File: src/stream_demux_pkg.sv
`default_nettype none

package stream_demux_pkg;

	//////////////////////////////////////////////////
	// stream geometry

	localparam int DATA_W = 64;
	localparam int STRB_W = DATA_W / 8;
	localparam int LEN_W  = 16;
	localparam int PORT_W = 8;

	// channels 0..3 are the regular ports, the last one takes everything else
	localparam int NUM_CH = 5;
	localparam int EXC_CH = 4;

	//////////////////////////////////////////////////
	// packed beat layout, low bits first
	// each sideband field sits just above its valid bit

	localparam int OFS_STRB = 0;
	localparam int OFS_DATA = OFS_STRB + STRB_W;
	localparam int OFS_LAST = OFS_DATA + DATA_W;
	localparam int OFS_LEN  = OFS_LAST + 1;
	localparam int OFS_SPT  = OFS_LEN + LEN_W + 1;
	localparam int OFS_DPT  = OFS_SPT + PORT_W + 1;
	localparam int OFS_ERR  = OFS_DPT + PORT_W + 1;
	localparam int BEAT_W   = OFS_ERR + 2;

	//////////////////////////////////////////////////
	// vector types

	typedef logic [DATA_W-1:0] data_t;
	typedef logic [STRB_W-1:0] strb_t;
	typedef logic [LEN_W-1:0]  len_t;
	typedef logic [PORT_W-1:0] port_t;
	typedef logic [BEAT_W-1:0] beat_t;
	typedef logic [NUM_CH-1:0] ch_mask_t;

endpackage

`default_nettype wire

File: src/port_fifo.sv
`timescale 1ns/100ps
`default_nettype none

module port_fifo
#(
	parameter int DEPTH = 16
)
(
	input  logic                         ACLK,
	input  logic                         rst_n,
	input  logic                         wr_en,
	input  stream_demux_pkg::beat_t      din,
	input  logic                         rd_ready,
	output stream_demux_pkg::beat_t      dout,
	output logic                         rd_valid,
	output logic [$clog2(DEPTH+1)-1:0]   count
);

	import stream_demux_pkg::*;

	localparam int PTR_W = $clog2(DEPTH);
	localparam int CNT_W = $clog2(DEPTH+1);

	beat_t mem [DEPTH];

	logic [PTR_W-1:0] wr_ptr;
	logic [PTR_W-1:0] rd_ptr;
	logic             pop;

	//////////////////////////////////////////////////
	// head falls through to the output

	assign rd_valid = (count != '0);
	assign pop      = rd_valid && rd_ready;
	assign dout     = mem[rd_ptr];

	// storage only, the pointers say what is live
	always_ff @(posedge ACLK)
	begin
		if (wr_en)
			mem[wr_ptr] <= din;
	end

	//////////////////////////////////////////////////
	// pointers and occupancy

	always_ff @(posedge ACLK)
	begin
		if (!rst_n)
		begin
			wr_ptr <= '0;
			rd_ptr <= '0;
			count  <= '0;
		end
		else
		begin
			if (wr_en)
			begin
				// wrap by compare, depth need not be a power of two
				if (wr_ptr == PTR_W'(DEPTH-1))
					wr_ptr <= '0;
				else
					wr_ptr <= wr_ptr + 1'b1;
			end

			if (pop)
			begin
				if (rd_ptr == PTR_W'(DEPTH-1))
					rd_ptr <= '0;
				else
					rd_ptr <= rd_ptr + 1'b1;
			end

			// push and pop together leave the count alone
			case ({wr_en, pop})
				2'b10:   count <= count + CNT_W'(1);
				2'b01:   count <= count - CNT_W'(1);
				default: count <= count;
			endcase
		end
	end

endmodule

`default_nettype wire

File: config.mk
export PLATFORM = sky130hd
export DESIGN_NAME = port_fifo
export DESIGN_NICKNAME = d
export VERILOG_FILES = /design/src/stream_demux_pkg.sv /design/src/port_fifo.sv
export SDC_FILE = /design/constraint.sdc
export NUM_CORES = 1
export LEC_CHECK = 0
export BUFFER_PORTS_ARGS = -buffer_cell sky130_fd_sc_hd__buf_2
export CORE_ASPECT_RATIO = 0.6
export CORE_MARGIN = 2
export CORE_UTILIZATION = 56
export DETAILED_ROUTE_END_ITERATION = 7
export GPL_TIMING_DRIVEN = 0
export HOLD_SLACK_MARGIN = 0.06
export MAX_ROUTING_LAYER = met4
export PLACE_DENSITY = 0.75
export SLEW_MARGIN = 20
export SYNTH_ARGS = -nofsm -noshare
export SYNTH_HDL_FRONTEND = slang
export SYNTH_SLANG_ARGS = --single-unit
File: constraint.sdc
create_clock -name ACLK -period 7.5 [get_ports ACLK]
set_clock_uncertainty 0.05 [all_clocks]
set_input_delay 1.875 -clock ACLK [delete_from_list [all_inputs] [get_ports ACLK]]
set_output_delay 1.875 -clock ACLK [all_outputs]
set_load 0.03 [all_outputs]
==> reports/qor.txt <==
Status: complete, no violations
Leakage: 23.87 nW
Register area share after synthesis: 0.7979
CP Capture Type: output port
Vias/cell: 6.537
Largest net degree at the start of global routing: 41
Gpl congestion: 0.7641
Most frequent cell after synthesis: edfxtp_1
Max IR drop VDD: 0.1578 mV
Cell Rows: 97
1st-pass router iterations: 5
FFs w/ async S/R, synth: 0
Number of CTS-inserted buffers: 155
Post-CTS setup buffer count: 0
Worst Hold Path Cells: 2
Fraction of layout cells with a size suffix above 1: 0.3025
Primary FF master, synth: edfxtp_1
Synth area leader: edfxtp_1
Final setup vio count: 0
Crit path launch type: register
Req. time, crit path: 5.58 ns
Worst-Margin Slew: 1.272 ns
Syn_nets: 2,922
Slew HR: 0.1522
PortBufs: 229
RSZ-0062 raised after global routing: no
R2R Path Start: count[1]
Mean Syn Cell Area: 23.82 um^2
Antenna Nets Post-Route: 0
Antenna violations before repair: 22
DR DRC count: 0
Power density cells: 312.3 nW/um^2
Slew Viols, Final: 0
Final Cycle Share: 0.7463
Critical Path Fanout Max: 10
Finished Cell Area: 76,040 um^2
Path depth of the worst reg2reg path: 11
Core area: 117,400 um^2
Die W: 449.4 um
Synth Cell Area: 66,670 um^2
P&R area growth vs syn: 14.06%
Final nets: 3,356
Max clock buf depth: 3
Area contributors post-synth: edfxtp_1, mux4_2, a22oi_1
EDFF count, synth: 1,760
CTS hold repair buffers: 0
Final hold slack: 0.5133 ns
First-pass GRT wire length: 231,400 um
Max frequency: 178.7 MHz
Placed Area: 71,110 um^2
Post-DP HPWL: 91,350 um
Worst r2r dst: count[4]
Core Util, Final: 0.6479
Tot Pwr: 23.75 mW
Yosys warns: 0
Kind of critical path: register to output port
Share of the synthesized area in the top cell type: 0.7928
Clock-pin slew on the worst setup and hold paths: 0.06 ns
Total Routing Usage GR: 0.2749
Clk root buf: clkbuf_16
TNS Setup: 0 ns
Die Y: 271.3 um
Clock latency on the worst-skew pair: 0.76 ns
Grt ovf: 0
CTS tree: yes
R2R Setup Slk: 4.11 ns
Clock H-tree levels: 4
WP data arrival: 3.67 ns
Clk sinks: 1,777
Period minus WS final: 5.597 ns
Netlist cell types: 39
Commonest cells in the netlist: edfxtp_1, mux4_2, a22oi_1, nand2_1, clkbuf_1
Hold violation count in the final report: 0
Post-CTS Resized: 0
Post-Synthesis Cells: 2,799
Final Routed Wirelength: 161,400 um
Seq cells post-synth: 1,777
I/O Pins: 230
Initial core utilization: 0.5680
Maximum Capacitance Violations: 0
Via count: 32,360
Die footprint: 121,900 um^2
Hold Crit Start: rd_ptr[0]
DR WL/cell: 32.60 um
Worst Hold Class: register to register
Initial DRC count: 4,667
Number of global-route vias before repair: 32,790
-- cells by family after synthesis --
logic type,count (synthesis),synth area share
adders and majority gates,9,0.001689
and+or+nand+nor,170,0.01135
muxes,444,0.1492
buffers and inverters,155,0.01259
xor gates and xnor gates,5,0.0006569
AOI/OAI and AO/OA,239,0.02659
DFF,1777,0.7979
-- state kept, by name, indices dropped and copies added, names as in the netlist, named ones only --
name	count
mem	1760
count	5
rd_ptr	4
wr_ptr	4
-- layer usage --
metal | vias to the layer above | track usage | wire, um
li1 | 12940 | - | -
met1 | 17080 | 0.3784 | 61600
met2 | 2079 | 0.4284 | 78950
met3 | 269 | 0.05299 | 16980
met4 | 0 | 0.07576 | 3824
met5 | - | - | 0
-- how the worst max path moves through the flow --
stage	end	startpoint	cells past startpoint
floorplan	mem[10][0]	wr_en	3
global placement	mem[10][74]	wr_en	4
detailed placement	dout[35]	register	6
CTS	dout[35]	register	6
global route	dout[91]	register	7
finish	dout[37]	register	6
-- per-stage QoR --
| step | instances | setup WS (ns) |
|---|---|---|
| 3_5_place_dp | 4660 | 2.751 |
| 2_1_floorplan | 2799 | 2.151 |
| 5_1_grt | 4949 | 1.825 |
| 6_report | 4950 | 1.903 |
| 3_3_place_gp | 4612 | -1.211 |
| 4_1_cts | 4936 | 1.864 |
-- area by class of cell --
class	instances	area [um^2]
flip-flops and latches	1777	53190
fillers	7382	41320
multi-input cells	867	12680
clock buffers	192	4167
repair buffers	277	2422
well taps	1584	1982
plain buffers	149	820.8
clock inverters	84	721.9
diodes	14	35.03
inverters	6	22.52
-- critical path, cell delays in order (launching register included) --
cell and delay, ns:
dfxtp_1 0.39, nor2b_1 0.19, clkbuf_1 0.95, clkbuf_1 0.67
a22oi_1 0.25, nand2_1 0.22, buf_2 0.24
-- cells in the final DEF (no fill, tap or decap), types with 6 or more instances in the layout --
cell and instances:
clkinvlp_4 9, inv_1 6, clkbuf_1 93, bufinv_16 11
mux4_2 440, diode_2 14, buf_12 6, dfxtp_1 17
buf_6 21, buf_1 26, buf_16 42, buf_2 243
buf_4 22, and2_4 16, a22oi_1 220, edfxtp_1 1760
inv_6 6, clkinv_1 27, clkbuf_16 162, nor2_1 10
clkinv_2 29, nand2_1 116, ha_1 9
-- report_power, final --
group | internal (mW) | total [mW] | switching (mW)
Sequential | 11.0 | 11.1 | 0.0481
Combinational | 2.10 | 4.88 | 2.77
Clock | 4.33 | 7.79 | 3.46
No activity file was read; power rests on OpenSTA's default activity.
