### src/stream_demux_pkg.sv
`default_nettype none

package stream_demux_pkg;

	//////////////////////////////////////////////////
	// stream geometry

	localparam int DATA_W = 64;
	localparam int STRB_W = DATA_W / 8;
	localparam int LEN_W  = 16;
	localparam int PORT_W = 8;

	// channels 0..3 are the regular ports, the last one takes everything else
	localparam int NUM_CH = 5;
	localparam int EXC_CH = 4;

	//////////////////////////////////////////////////
	// packed beat layout, low bits first
	// each sideband field sits just above its valid bit

	localparam int OFS_STRB = 0;
	localparam int OFS_DATA = OFS_STRB + STRB_W;
	localparam int OFS_LAST = OFS_DATA + DATA_W;
	localparam int OFS_LEN  = OFS_LAST + 1;
	localparam int OFS_SPT  = OFS_LEN + LEN_W + 1;
	localparam int OFS_DPT  = OFS_SPT + PORT_W + 1;
	localparam int OFS_ERR  = OFS_DPT + PORT_W + 1;
	localparam int BEAT_W   = OFS_ERR + 2;

	//////////////////////////////////////////////////
	// vector types

	typedef logic [DATA_W-1:0] data_t;
	typedef logic [STRB_W-1:0] strb_t;
	typedef logic [LEN_W-1:0]  len_t;
	typedef logic [PORT_W-1:0] port_t;
	typedef logic [BEAT_W-1:0] beat_t;
	typedef logic [NUM_CH-1:0] ch_mask_t;

endpackage

`default_nettype wire

### src/beat_capture.sv
`timescale 1ns/100ps
`default_nettype none

module beat_capture
(
	input  logic                      ACLK,
	input  logic                      rst_n,
	input  logic                      in_valid,
	input  logic                      in_ready,
	input  stream_demux_pkg::data_t   in_data,
	input  stream_demux_pkg::strb_t   in_strb,
	input  logic                      in_last,
	input  stream_demux_pkg::len_t    in_len,
	input  logic                      in_len_valid,
	input  stream_demux_pkg::port_t   in_spt,
	input  logic                      in_spt_valid,
	input  stream_demux_pkg::port_t   in_dpt,
	input  logic                      in_dpt_valid,
	input  logic                      in_err,
	input  logic                      in_err_valid,
	output logic                      cap_valid,
	output stream_demux_pkg::beat_t   cap_beat,
	output stream_demux_pkg::port_t   cap_dest
);

	import stream_demux_pkg::*;

	logic  accept;
	port_t dest_hold;
	port_t beat_dest;
	beat_t beat_packed;

	assign accept = in_valid && in_ready;

	// a dest on the beat itself applies to that same beat
	assign beat_dest = in_dpt_valid ? in_dpt : dest_hold;

	//////////////////////////////////////////////////
	// pack the beat by the package offsets

	always_comb
	begin
		beat_packed = '0;
		beat_packed[OFS_STRB +: STRB_W] = in_strb;
		beat_packed[OFS_DATA +: DATA_W] = in_data;
		beat_packed[OFS_LAST]           = in_last;
		beat_packed[OFS_LEN]            = in_len_valid;
		beat_packed[OFS_LEN+1 +: LEN_W] = in_len;
		beat_packed[OFS_SPT]            = in_spt_valid;
		beat_packed[OFS_SPT+1 +: PORT_W] = in_spt;
		beat_packed[OFS_DPT]            = in_dpt_valid;
		beat_packed[OFS_DPT+1 +: PORT_W] = in_dpt;
		beat_packed[OFS_ERR]            = in_err_valid;
		beat_packed[OFS_ERR+1]          = in_err;
	end

	//////////////////////////////////////////////////
	// capture stage

	always_ff @(posedge ACLK)
	begin
		if (!rst_n)
		begin
			cap_valid <= 1'b0;
			dest_hold <= '0;
		end
		else
		begin
			cap_valid <= accept;
			// held until the next beat that carries a dest
			if (accept)
				dest_hold <= beat_dest;
		end
	end

	always_ff @(posedge ACLK)
	begin
		if (accept)
		begin
			cap_beat <= beat_packed;
			cap_dest <= beat_dest;
		end
	end

endmodule

`default_nettype wire

### config.mk
export PLATFORM = sky130hd
export DESIGN_NAME = beat_capture
export DESIGN_NICKNAME = d
export VERILOG_FILES = /design/src/stream_demux_pkg.sv /design/src/beat_capture.sv
export SDC_FILE = /design/constraint.sdc
export NUM_CORES = 1
export LEC_CHECK = 0
export ABC_AREA = 1
export BUFFER_PORTS_ARGS = -buffer_cell sky130_fd_sc_hd__buf_2
export CAP_MARGIN = 20
export CORE_MARGIN = 5
export CORE_UTILIZATION = 47
export CTS_CLUSTER_DIAMETER = 100
export DETAILED_ROUTE_END_ITERATION = 7
export PLACE_DENSITY_LB_ADDON = 0.08
export SYNTH_ARGS = -nofsm -noshare
export SYNTH_HDL_FRONTEND = slang
export SYNTH_SLANG_ARGS = --single-unit
### constraint.sdc
create_clock -name ACLK -period 3.7 [get_ports ACLK]
set_input_delay 0.185 -clock ACLK [delete_from_list [all_inputs] [get_ports ACLK]]
set_output_delay 0.185 -clock ACLK [all_outputs]
set_load 0.1 [all_outputs]
==> out/results.ini <==
[cts]
cts_setup_buffers = 0
insertion_delay_ns = 0.50
holdBufCountCts = 110
h-tree-depth = 4
clock_sinks = 127
clockBufferDepth = 2
cts-root-buf = clkbuf_8
ctsResizeCount = 0
cts_tree = done
clk_pin_slew_ns = 0.06
numCtsBuffers = 17

[detailed_routing]
detail_route.vias_per_cell = 4.38
ant_nets = 0
drt-initial-drc-count = 86
wl_per_cell_um = 16.7
top_layer = met4
via_count = 3010
drt-met1-wl_mm = 3.96
firstDrtPassIters = 4
wirelength_mm = 11.5
route.detailed.drc = 0
met3_length_um = 902
wl_met2_mm = 6.36

[critical_path]
required_ns = 3.51
cpLargestDelayFamily = buffers and inverters
worst_ep_arrival_time_ns = 1.31
rr_worst_depth = 4
cp.buffers_inverters = 1
reg2reg_to = cap_dest[6]
crit_end = cap_beat[82]
critical-path-slowest-cell = buf_2
crit_chain = buf_2
slowest_delay_ns = 0.44
startpoint = cap_beat[82]
crit_type = reg -> out
critPathLaunchType = flop
crit_path_end_kind = output pin
rrSetupSlack_ns = 2.93
critPathMaxFanout = 1
cp.depth = 1
r2r_start = dest_hold[6]

[place]
place_congestion = 0.724
port_buffers = 232
dp_hpwl_mm = 7.18
place_area_mm2 = 0.00541

[die]
ios = 233
start_util_pct = 47.7
die_h_um = 104
die_area_mm2 = 0.0107
fp.dieW_um = 104
placementRows = 34
core_area_mm2 = 0.00864

[timing]
tightest_slew_ns = 0.622
drv_slew = 0
finalCritPeriodShare_pct = 40.3
finalSetupViolCount = 0
tns_ns = 0
hold_viol_final = 0
relSlewSlack_pct = 58.5
min_period_ns = 1.49
fmax_mhz = 671
finClkSkew_ns = 0.00471
rsz0062_at_grt = no

[final_layout]
antenna_cells = 0
synthToLayoutAreaGrowth_pct = 71.7
post_route_cells_drive_above_1_share_pct = 51.8
final_nets = 681
final_area_mm2 = 0.00707

[global_route]
gr-total-overflow = 0
grt_max_degree = 51
grt_pass1_vias = 3251
grt_util_all_layers_pct = 21.8
grt_pass1_wl_mm = 17.9
antenna_found_initial = 0

[yosys]
syn_nets = 320
ys_ff_latch = 127
synth.avg_cell_area_um2 = 20.0
ys_seq_area_share_pct = 90.4
syn_area_mm2 = 0.00412
syn_inst = 206
ys_warn_count = 0
synth_cell_types = 12

[power_and_ir_drop]
leakage_nw = 3.10
ir_drop_mv = 0.422
power_density_mw_per_mm2 = 590

[status]
status = finished clean

[worst_hold_path]
hold_path.class = in -> reg

[flow_run]
drv_cap = 0

==> power breakdown <==
part	leakage, nW	total (mW)	internal (mW)	switching, mW
Clock	0.264	1.54	0.952	0.585
Sequential	1.18	1.70	1.68	0.0242
Combinational	1.65	0.938	0.188	0.751
Total	3.10	4.18	2.82	1.36
==> stage by stage <==
step	hold slack (ns)	utilization [%]	power (mW)	instances	setup WS, ns
after floorplan	0.284	-	2.42	206	2.14
after detailed placement	0.363	62.7	2.57	546	1.79
after global placement	0.361	62.7	2.57	546	1.83
after global routing	0.0432	81.9	4.32	687	2.14
after CTS	0.0472	81.9	4.20	687	2.19
final	0.0651	81.9	4.18	687	2.21
==> state kept, by name, indices dropped and copies added, names as in the netlist <==
register,flops
dest_hold,8
cap_dest,8
cap_beat,110
cap_valid,1
==> cells in the mapped netlist (all sizes together) <==
cell,instances,area (µm²)
dfxtp,9,180
nand2,41,196
inv,27,109
nor2,1,3.75
edfxtp,118,3540
buf,2,16.3
a21oi,8,70.1
==> worst min path at each step <==
stage / slack, ns / endpoint / cells past startpoint / start
2_1_floorplan: 0.28 / cap_beat[0] / 0 / in_strb[0]
3_3_place_gp: 0.36 / cap_beat[39] / 1 / in_data[31]
3_5_place_dp: 0.36 / cap_beat[63] / 1 / in_data[55]
4_1_cts: 0.05 / cap_beat[99] / 1 / in_dpt_valid
5_1_grt: 0.04 / cap_beat[99] / 1 / in_dpt_valid
6_report: 0.07 / cap_beat[99] / 1 / in_dpt_valid
==> layout by cell type, fill, tap and decap left out <==
cell,count
a21oi_2,8
buf_2,232
buf_4,2
bufinv_16,2
clkbuf_16,16
clkbuf_8,1
clkinv_1,1
clkinv_2,3
clkinv_4,2
clkinvlp_4,4
dfxtp_1,9
dlygate4sd3_1,110
edfxtp_1,118
inv_1,16
inv_2,9
inv_4,1
inv_6,3
nand2_1,24
nand2_2,17
nor2_1,1
==> area by class of cell <==
cell class                      count  area [µm²]
Sequential cell                   127        3720
Timing Repair Buffer              344        2280
Fill cell                         481        1560
Clock buffer                       17         414
Multi-Input combinational cell     50         270
Clock inverter                     14         144
Tap cell                          108         135
Inverter                           27         109
==> cells by family after synthesis <==
family,after synthesis,synth area share [%]
AOI/OAI and AO/OA,8,1.70
buffers and inverters,29,3.04
DFF,127,90.4
and+or+nand+nor,42,4.86
==> routing by layer <==
metal | track usage (%) | vias to the layer above
li1 | - | 1457
met1 | 22.3 | 1389
met2 | 39.9 | 145
met3 | 8.89 | 19
met4 | 7.03 | 0
met5 | 0 | -
Power figures use the tool's default switching activity.
