[config.mk]
export PLATFORM = sky130hd
export DESIGN_NAME = channel_select
export DESIGN_NICKNAME = d
export VERILOG_FILES = /design/src/stream_demux_pkg.sv /design/src/channel_select.sv
export SDC_FILE = /design/constraint.sdc
export NUM_CORES = 1
export LEC_CHECK = 0
export ABC_AREA = 1
export ABC_CLOCK_PERIOD_IN_PS = 2700
export BUFFER_PORTS_ARGS = -buffer_cell sky130_fd_sc_hd__buf_2
export CAP_MARGIN = 20
export CORE_MARGIN = 3
export CORE_UTILIZATION = 42
export DETAILED_ROUTE_END_ITERATION = 12
export PLACE_DENSITY = 0.79
export SYNTH_ARGS = -nofsm -noshare
export SYNTH_HDL_FRONTEND = slang
export SYNTH_SLANG_ARGS = --single-unit
[constraint.sdc]
create_clock -name ACLK -period 2.7 [get_ports ACLK]
set_clock_uncertainty 0.05 [all_clocks]
set_input_delay 0.54 -clock ACLK [delete_from_list [all_inputs] [get_ports ACLK]]
set_output_delay 0.54 -clock ACLK [all_outputs]
set_load 0.02 [all_outputs]
[src/stream_demux_pkg.sv]
`default_nettype none

package stream_demux_pkg;

	//////////////////////////////////////////////////
	// stream geometry

	localparam int DATA_W = 64;
	localparam int STRB_W = DATA_W / 8;
	localparam int LEN_W  = 16;
	localparam int PORT_W = 8;

	// channels 0..3 are the regular ports, the last one takes everything else
	localparam int NUM_CH = 5;
	localparam int EXC_CH = 4;

	//////////////////////////////////////////////////
	// packed beat layout, low bits first
	// each sideband field sits just above its valid bit

	localparam int OFS_STRB = 0;
	localparam int OFS_DATA = OFS_STRB + STRB_W;
	localparam int OFS_LAST = OFS_DATA + DATA_W;
	localparam int OFS_LEN  = OFS_LAST + 1;
	localparam int OFS_SPT  = OFS_LEN + LEN_W + 1;
	localparam int OFS_DPT  = OFS_SPT + PORT_W + 1;
	localparam int OFS_ERR  = OFS_DPT + PORT_W + 1;
	localparam int BEAT_W   = OFS_ERR + 2;

	//////////////////////////////////////////////////
	// vector types

	typedef logic [DATA_W-1:0] data_t;
	typedef logic [STRB_W-1:0] strb_t;
	typedef logic [LEN_W-1:0]  len_t;
	typedef logic [PORT_W-1:0] port_t;
	typedef logic [BEAT_W-1:0] beat_t;
	typedef logic [NUM_CH-1:0] ch_mask_t;

endpackage

`default_nettype wire

[src/channel_select.sv]
`timescale 1ns/100ps
`default_nettype none

module channel_select
#(
	parameter int DEPTH = 16
)
(
	input  logic                          ACLK,
	input  logic                          rst_n,
	input  logic                          cap_valid,
	input  stream_demux_pkg::port_t       cap_dest,
	input  logic [stream_demux_pkg::NUM_CH-1:0][$clog2(DEPTH+1)-1:0] fifo_count,
	output stream_demux_pkg::ch_mask_t    wr_en,
	output logic                          in_ready
);

	import stream_demux_pkg::*;

	localparam int SEL_W = $clog2(NUM_CH);

	logic [SEL_W-1:0] sel;
	logic             room_ok;

	//////////////////////////////////////////////////
	// destination decode

	always_comb
	begin
		case (cap_dest)
			8'h01:   sel = SEL_W'(0);
			8'h02:   sel = SEL_W'(1);
			8'h04:   sel = SEL_W'(2);
			8'h08:   sel = SEL_W'(3);
			// zero, multi-bit and high codes all go here
			default: sel = SEL_W'(EXC_CH);
		endcase
	end

	// one-hot write strobe, only for a captured beat
	assign wr_en = cap_valid ? (ch_mask_t'(1) << sel) : '0;

	//////////////////////////////////////////////////
	// input back-pressure

	// the write leaving the capture stage this cycle is counted too,
	// so the registered ready sees the occupancy after this edge
	always_comb
	begin
		room_ok = 1'b1;
		for (int i = 0; i < NUM_CH; i++)
		begin
			if (int'(fifo_count[i]) + int'(wr_en[i]) > DEPTH - 2)
				room_ok = 1'b0;
		end
	end

	// two free entries cover the captured beat and one more accepted
	always_ff @(posedge ACLK)
	begin
		if (!rst_n)
			in_ready <= 1'b1;
		else
			in_ready <= room_ok;
	end

endmodule

`default_nettype wire

==> reports/qor_table.md, run 1 <==
| Step | Metric | This run |
|:---|:---|:---|
| route | Met2 wirelength from detailed routing | 736 um |
| synthesis | Dominant cells by area after synthesis | nand2_1 20%, ha_1 19%, nor2_1 16% |
| cells and area | Fillers | 145 |
| synthesis | Share of synthesized area occupied by flip-flops and latches | 2.991% |
| cells and area | Relative area change from synthesis to final layout | 33.46% |
| power and ir drop | Total power density per cell area | 107.3 nW/um2 |
| flow run | Number of max-capacitance violations reported | 0 |
| cells and area | Final layout net count | 218 |
| timing | Max-slew headroom at the worst pin | 79.58% |
| cells and area | Registers with the most flip-flops | in_ready x1 |
| route | Routed len/inst | 8.881 um |
| floorplanning | Initial Utilization | 47.85% |
| synthesis | Most area-hungry cell type in the Yosys netlist | nand2_1 |
| synthesis | Unique cell type count in the Yosys netlist | 21 |
| setup path | Crit path kind | in2reg |
| route | Detailed route wirelength on metal3 | 135 um |
| setup path | Crit path launch type | primary input |
| route | Metal-1 WL | 771 um |
| timing | Shortest period the worst path allows | 2366 ps |
| timing | Post-Route Setup TNS | 0 ps |
| global route | Total grt overflow | 0 |
| setup path | Maximum fanout count along the critical path | 4 |
| synthesis | Proportion of netlist area held by the largest area contributor | 20.19% |
| min path | Worst min-delay path category | in2reg |
| placed design | # port buffers | 41 |
| route | DRC violation count after routing | 0 |
| timing | Unrepaired setup endpoints after global routing | no |
| cells and area | Fraction of layout instances using a drive strength above 1 | 32.35% |
| route | Detail-routed via count per cell | 4.741 |
| setup path | Critical Path AT | 2200 ps |
| global route | Antenna violations before repair | 0 |
| floorplanning | Overall die height | 45.92 um |
| outcome | Outcome | complete, no violations |
| clock tree | Post-cts resize count | 0 |
| synthesis | Cell area after synthesis | 669.4 um2 |
| floorplanning | Top-level port count | 42 |
| global route | Pin count of the biggest net entering global routing | 7 |
| synthesis | Synthesis warning total | 0 |
| synthesis | Syn nets | 175 |
| power and ir drop | Peak supply drop | 59.91 uV |
| global route | Combined global-route utilization of all metal layers | 16.39% |
| timing | Highest clock frequency the design can meet | 0.4226 GHz |
| floorplanning | Row count | 13 |
| cells and area | Number of flip-flops under the largest register name | 1 |
| synthesis | Flop and latch count out of synthesis | 1 |
| clock tree | Hold-fix buffers, CTS | 0 |
| route | Total iterations of the first detailed-routing run | 4 |
| route | Number of vias in the routed layout | 877 |
| power and ir drop | Reported leakage power | 0.5558 nW |
| clock tree | Post CTS Setup Buffer Count | 0 |
| route | Number of nets still failing antenna checks after routing | 0 |
| cells and area | Ant. Diodes | 0 |
| route | Drt first-iter violations | 16 |
| cells and area | Reg with most FFs | in_ready |
| placed design | HPWL after DPL | 1550 um |
| setup path | Crit. End Element | flop |
| timing | Actual transition at the worst max-transition pin | 303.6 ps |
| floorplanning | Die Width | 45.92 um |
| timing | Max-slew violations | 0 |
| floorplanning | Core area | 1399 um2 |
| timing | Setup-failing EPs final | 0 |
| clock tree | Clock-pin slew on the worst setup and hold paths | 0 ps |
| placed design | Last weighted congestion value of the routability-driven placer | 0.8186 |
| route | Highest metal layer used by the detailed router | met3 |
| synthesis | Mean cell area of the mapped netlist | 5.189 um2 |
| route | Routed wire length | 1643 um |
| floorplanning | Area of the die | 2109 um2 |
| timing | Final hold viol count | 0 |
| timing | Period utilization | 87.65% |
| synthesis | Gate count of the mapped netlist | 129 |
| global route | First-pass GRT wire length | 2732 um |
| cells and area | Fraction of the core area covered by cells at the end of the flow | 63.86% |
| global route | Vias in the first global route | 740 |
| setup path | Worst EP required | 2540 ps |
[cells in the mapped netlist, drive strengths merged]
library cell	number
nor3	4
o21ai	1
a21boi	1
nand4	3
a21oi	2
ha	10
nand3	14
inv	16
dfxtp	1
nand2	40
o21a	1
clkinv	3
nor2	33
[cell type report]
cell class	instances	area [um2]	area share, %
inverter	19	72.57	8.123
multi-input combinational	109	576.8	64.57
sequential	1	20.02	2.241
tap	15	18.77	2.101
timing repair buffer	41	205.2	22.97
[kinds of logic after synthesis]
group | after synthesis | synth area share (%)
fa+ha+maj | 10 | 18.69
simple gates | 94 | 62.43
buf+inv | 19 | 10.84
flops | 1 | 2.991
compound gates | 5 | 5.046
[worst paths after layout]
check	endpoint	depth (start not counted)	slack, ps	startpoint
setup / recovery	in_ready	15	330	cap_dest[5]
hold / removal	in_ready	2	660	rst_n
[critical path, stage by stage]
cell and delay (ps):
buf_2 90, nor2_1 140, nand2_1 130, a21oi_2 180
nand2_1 70, nor2_1 120, ha_1 200, ha_1 230
nor2_1 50, nor2_1 110, nand3_1 120, nand2_4 70
nor2_1 40, nand3_1 50, nand2_1 50
[per-stage QoR]
stage	power [mW]	instances	cell area [um2]	setup slack, ps	hold slack, ps
after floorplan	0.05638	129	669.4	212.2	559.0
after global placement	0.09436	185	893.4	377.9	661.0
after detailed placement	0.09616	185	893.4	335.2	662.5
after CTS	0.09654	185	893.4	327.8	662.9
after global routing	0.1080	185	893.4	17.28	681.0
final	0.09582	185	893.4	333.6	661.1
[routing by layer]
metal  vias to the layer above  GRT usage [%]
met4                         0              0
li1                        492              -
met5                         -              0
met1                       352          22.99
met2                        33          29.40
met3                         0              0
[power by group]
part           switching [mW]  leakage, nW  internal (mW)
sequential           0.000159      0.00844         0.0160
clock                       0            0              0
combinational          0.0427        0.547         0.0370
total                  0.0428        0.556         0.0530
[layout by cell type (no fill, tap or decap), types with 3 or more instances in the layout]
master,synthesis,routed
nand4_1,3,3
ha_1,10,10
nor3_1,3,3
buf_2,0,41
inv_1,14,14
nand2_1,36,36
nand2_2,3,3
nand3_1,13,13
nor2_1,29,29
nor2_2,4,4
No activity file was read; power rests on OpenSTA's default activity.
==> run 2, diff against run 1 <==
ABC_AREA = not set   (was 1)
CELL_PAD_IN_SITES_DETAIL_PLACEMENT = 0   (was not set)
CELL_PAD_IN_SITES_GLOBAL_PLACEMENT = 1   (was not set)
CORE_UTILIZATION = 25   (was 42)
PLACE_DENSITY = 0.77   (was 0.79)
==> run 2 against run 1 <==
  * Sequential cell count unchanged
  * Sequential share of layout area down 0.12 points
  * Routed wire length up 3.5%
  * Combinational power up 5.4%
  * Largest cell class unchanged
  * Final area up 5.5%
  * Critical path type unchanged
  * Via count down 9.8%
  * Die area up 35%
  * Synthesized cell count down 38%
  * Utilization down 18 points
  * First-iteration DRC count down 25%
  * Power up 4.6%
  * Final cell count down 16%
==> reports/qor_table.md, run 2 <==
| Step | Metric | This run | Change |
|:---|:---|:---|:---|
| cells and area | Number of flip-flops under the largest register name | 1 | unchanged |
| synthesis | Async SR Flop Fraction | 0% | unchanged |
| floorplanning | Area of the die | 2852 um2 | +35% |
| synthesis | Proportion of netlist area held by the largest area contributor | 22.27% | +2.1 points |
| synthesis | Cell area after synthesis | 561.8 um2 | -16% |
| synthesis | Dominant cells by area after synthesis | ha_1 22%, nand2_1 8.7%, a21oi_1 8.0% |  |
| synthesis | Count of flip-flops with a built-in enable after synthesis | 0 | unchanged |
| floorplanning | Initial Utilization | 27.51% | -20 points |
| cells and area | Relative area change from synthesis to final layout | 67.71% |  |
| setup path | Crit path kind | in2reg |  |
| synthesis | Syn nets | 126 | -28% |
| cells and area | Ant. Diodes | 0 | unchanged |
| global route | Vias in the first global route | 748 | +1.1% |
| min path | Worst min-delay path category | in2reg |  |
| route | DRC violation count after routing | 0 | unchanged |
| floorplanning | Overall die height | 53.41 um | +16% |
| synthesis | Leading cell type by number of instances after synthesis | nand2_1 |  |
| timing | Actual transition at the worst max-transition pin | 367.1 ps | +63.50 ps |
| synthesis | Gate count of the mapped netlist | 80 | -38% |
| floorplanning | Core area | 2042 um2 | +46% |
| cells and area | Reg with most FFs | in_ready |  |
| timing | Highest clock frequency the design can meet | 0.3721 GHz | -12% |
| synthesis | Area share of xor/xnor cells in the synthesized design | 0% | unchanged |
| timing | Setup-failing EPs final | 0 | unchanged |
| timing | Final hold viol count | 0 | unchanged |
| synthesis | Primary flip-flop cell chosen by synthesis mapping | dfxtp_1 |  |
| global route | First-pass GRT wire length | 2808 um | +2.8% |
| synthesis | Flop and latch count out of synthesis | 1 | unchanged |
| cells and area | Commonest non-fill, non-tap cell in the layout | buf_2 |  |
| cells and area | Final layout net count | 177 | -19% |
| flow run | Number of max-capacitance violations reported | 0 | unchanged |
| power and ir drop | Total power density per cell area | 106.4 nW/um2 | -0.77% |
| placed design | Placed Cells incl. Taps | 155 | -16% |
| placed design | HPWL after DPL | 1580 um | +1.9% |
| timing | Final setup margin | 12.46 ps | -321.1 ps |
| outcome | Outcome | complete, no violations |  |
| power and ir drop | Reported leakage power | 0.4445 nW | -20% |
| route | Routed wire length | 1701 um | +3.5% |
| timing | Unrepaired setup endpoints after global routing | yes |  |
| global route | Combined global-route utilization of all metal layers | 12.35% | -4.0 points |
| setup path | Crit path launch type | primary input |  |
| clock tree | Hold-fix buffers, CTS | 0 | unchanged |
| synthesis | Mean cell area of the mapped netlist | 7.022 um2 | +35% |
| setup path | Worst EP required | 2550 ps | about the same |
| timing | Max-slew violations | 0 | unchanged |
| timing | Post-Route Setup TNS | 0 ps | unchanged |
| synthesis | Most area-hungry cell type in the Yosys netlist | ha_1 |  |
| synthesis | Synthesis warning total | 0 | unchanged |
| placed design | Last weighted congestion value of the routability-driven placer | 0.6931 | -15% |
| timing | Period utilization | 99.54% | +12 points |
| route | Drt first-iter violations | 12 | -4 |
| floorplanning | Row count | 16 | +3 |
| global route | Most crowded layer after global routing | met2 |  |
| route | Number of nets still failing antenna checks after routing | 0 | unchanged |
| global route | Met2 Track Usage GR | 24.90% | -4.5 points |
| route | Total iterations of the first detailed-routing run | 4 | unchanged |
| synthesis | Synth top cells by count | 13 x nand2_1, 10 x ha_1, 9 x a21oi_1, 6 x nor4_1 |  |
| power and ir drop | Peak supply drop | 95.03 uV | +59% |
| synthesis | Adder and majority cell fraction of the synthesized area | 22.27% | +3.6 points |
| floorplanning | Die Width | 53.41 um | +16% |
| setup path | Critical Path AT | 2540 ps | +340 ps |
| synthesis | Unique cell type count in the Yosys netlist | 26 | +24% |
| synthesis | Largest family of logic cells by synthesized area | simple AND/OR/NAND/NOR gates |  |
| cells and area | Fraction of layout instances using a drive strength above 1 | 48.06% | +16 points |
| global route | Total grt overflow | 0 | unchanged |
| timing | Shortest period the worst path allows | 2688 ps | +321.1 ps |
| route | Routed len/inst | 10.90 um | +23% |
| timing | Max-slew headroom at the worst pin | 75.30% | -4.3 points |
| setup path | Maximum fanout count along the critical path | 4 | unchanged |
| global route | Routing usage on met3 | 0.8451% | +0.85 points |
| synthesis | Share of synthesized area spent on multiplexers | 3.563% | +3.6 points |
| synthesis | Share of synthesized area occupied by flip-flops and latches | 3.563% | +0.57 points |
| global route | Met1 GRT Util | 14.59% | -8.4 points |
| global route | Pin count of the biggest net entering global routing | 7 | unchanged |
| cells and area | Post-route non-filler standard cell count | 156 | -16% |
| cells and area | Registers with the most flip-flops | in_ready x1 |  |
| placed design | Worst setup timing slack at the placement stage | -113.3 ps | -448.5 ps |
| route | Detail-routed via count per cell | 5.071 | +7.0% |
| synthesis | Synth Area in Compound Gates | 24.94% | +20 points |
| floorplanning | Top-level port count | 42 | unchanged |
| synthesis | Post-synthesis simple-gate area fraction | 45.66% | -17 points |
| route | Number of vias in the routed layout | 791 | -9.8% |
| clock tree | Clock-pin slew on the worst setup and hold paths | 0 ps | unchanged |
| placed design | # port buffers | 41 | unchanged |
| cells and area | Commonest cells after routing, fill and taps aside | 41 x buf_2, 12 x nand2_1, 9 x a21oi_1 |  |
| setup path | Crit. End Element | flop |  |
| global route | Antenna violations before repair | 0 | unchanged |
-- run 2: cell count changes in the layout (fill, tap and decap cells not counted), sizes merged, moves of 6 or more --
cell | before | now
nor2 | 33 | 4
nand2 | 40 | 14
inv | 16 | 0
nand3 | 14 | 5
buf | 41 | 49
a21oi | 2 | 9
nor4 | 0 | 6
-- run 2: through the flow --
step	util, %	hold WS (ps)	cell area (um2)	total power, mW
after floorplan	-	545.7	614.3	0.05047
after global placement	44.36	660.0	905.9	0.09560
after detailed placement	44.36	661.1	905.9	0.09744
after CTS	46.02	661.1	939.7	0.1009
after global routing	46.14	667.2	942.2	0.1112
final	46.14	659.7	942.2	0.1003
-- run 2: kinds of logic (layout without fill, tap and decap cells) --
group / count (synthesis) / in the layout
fa+ha+maj: 10 / 10
flops: 1 / 1
buf+inv: 0 / 49
compound gates: 20 / 20
mux: 2 / 2
simple gates: 47 / 47
-- run 2: final timing paths --
path,depth (start not counted),slack (ps),end,startpoint
worst max-delay path,11,10,in_ready,cap_dest[5]
worst min-delay path,2,660,in_ready,rst_n
-- run 2: cell type report --
class | count | area, um2
fill | 232 | 1100
multi-input combinational | 79 | 623.1
timing repair buffer | 49 | 265.3
tap | 27 | 33.78
sequential | 1 | 20.02
-- run 2: what timing repair did --
item	CTS	global route
resized for setup	5	1
pin swaps	4	1
endpoints found under the setup margin	1	1
hold endpoints to repair	0	0
buffers inserted	1	0
-- run 2: per-layer routing --
metal | wire length [um] | vias to the layer above
li1 | - | 419
met1 | 678 | 348
met2 | 883 | 24
met3 | 139 | 0
met4 | 0 | 0
met5 | 0 | -
-- run 2: power by group --
group          internal, mW  total (mW)  switching (mW)  leakage [nW]
logic                0.0410      0.0840          0.0430         0.436
clock network             0           0               0             0
registers            0.0160      0.0163        0.000258       0.00844
total                0.0570       0.100          0.0433         0.444
-- run 2: worst max-delay path, stage by stage --
cell and delay [ps]:
buf_2 110, nor4_4 300, nand2_2 170, nor3_4 220
ha_2 210, ha_2 200, and4_1 190, nand2_1 80
a211oi_2 220, nand3_1 110, o41ai_2 190
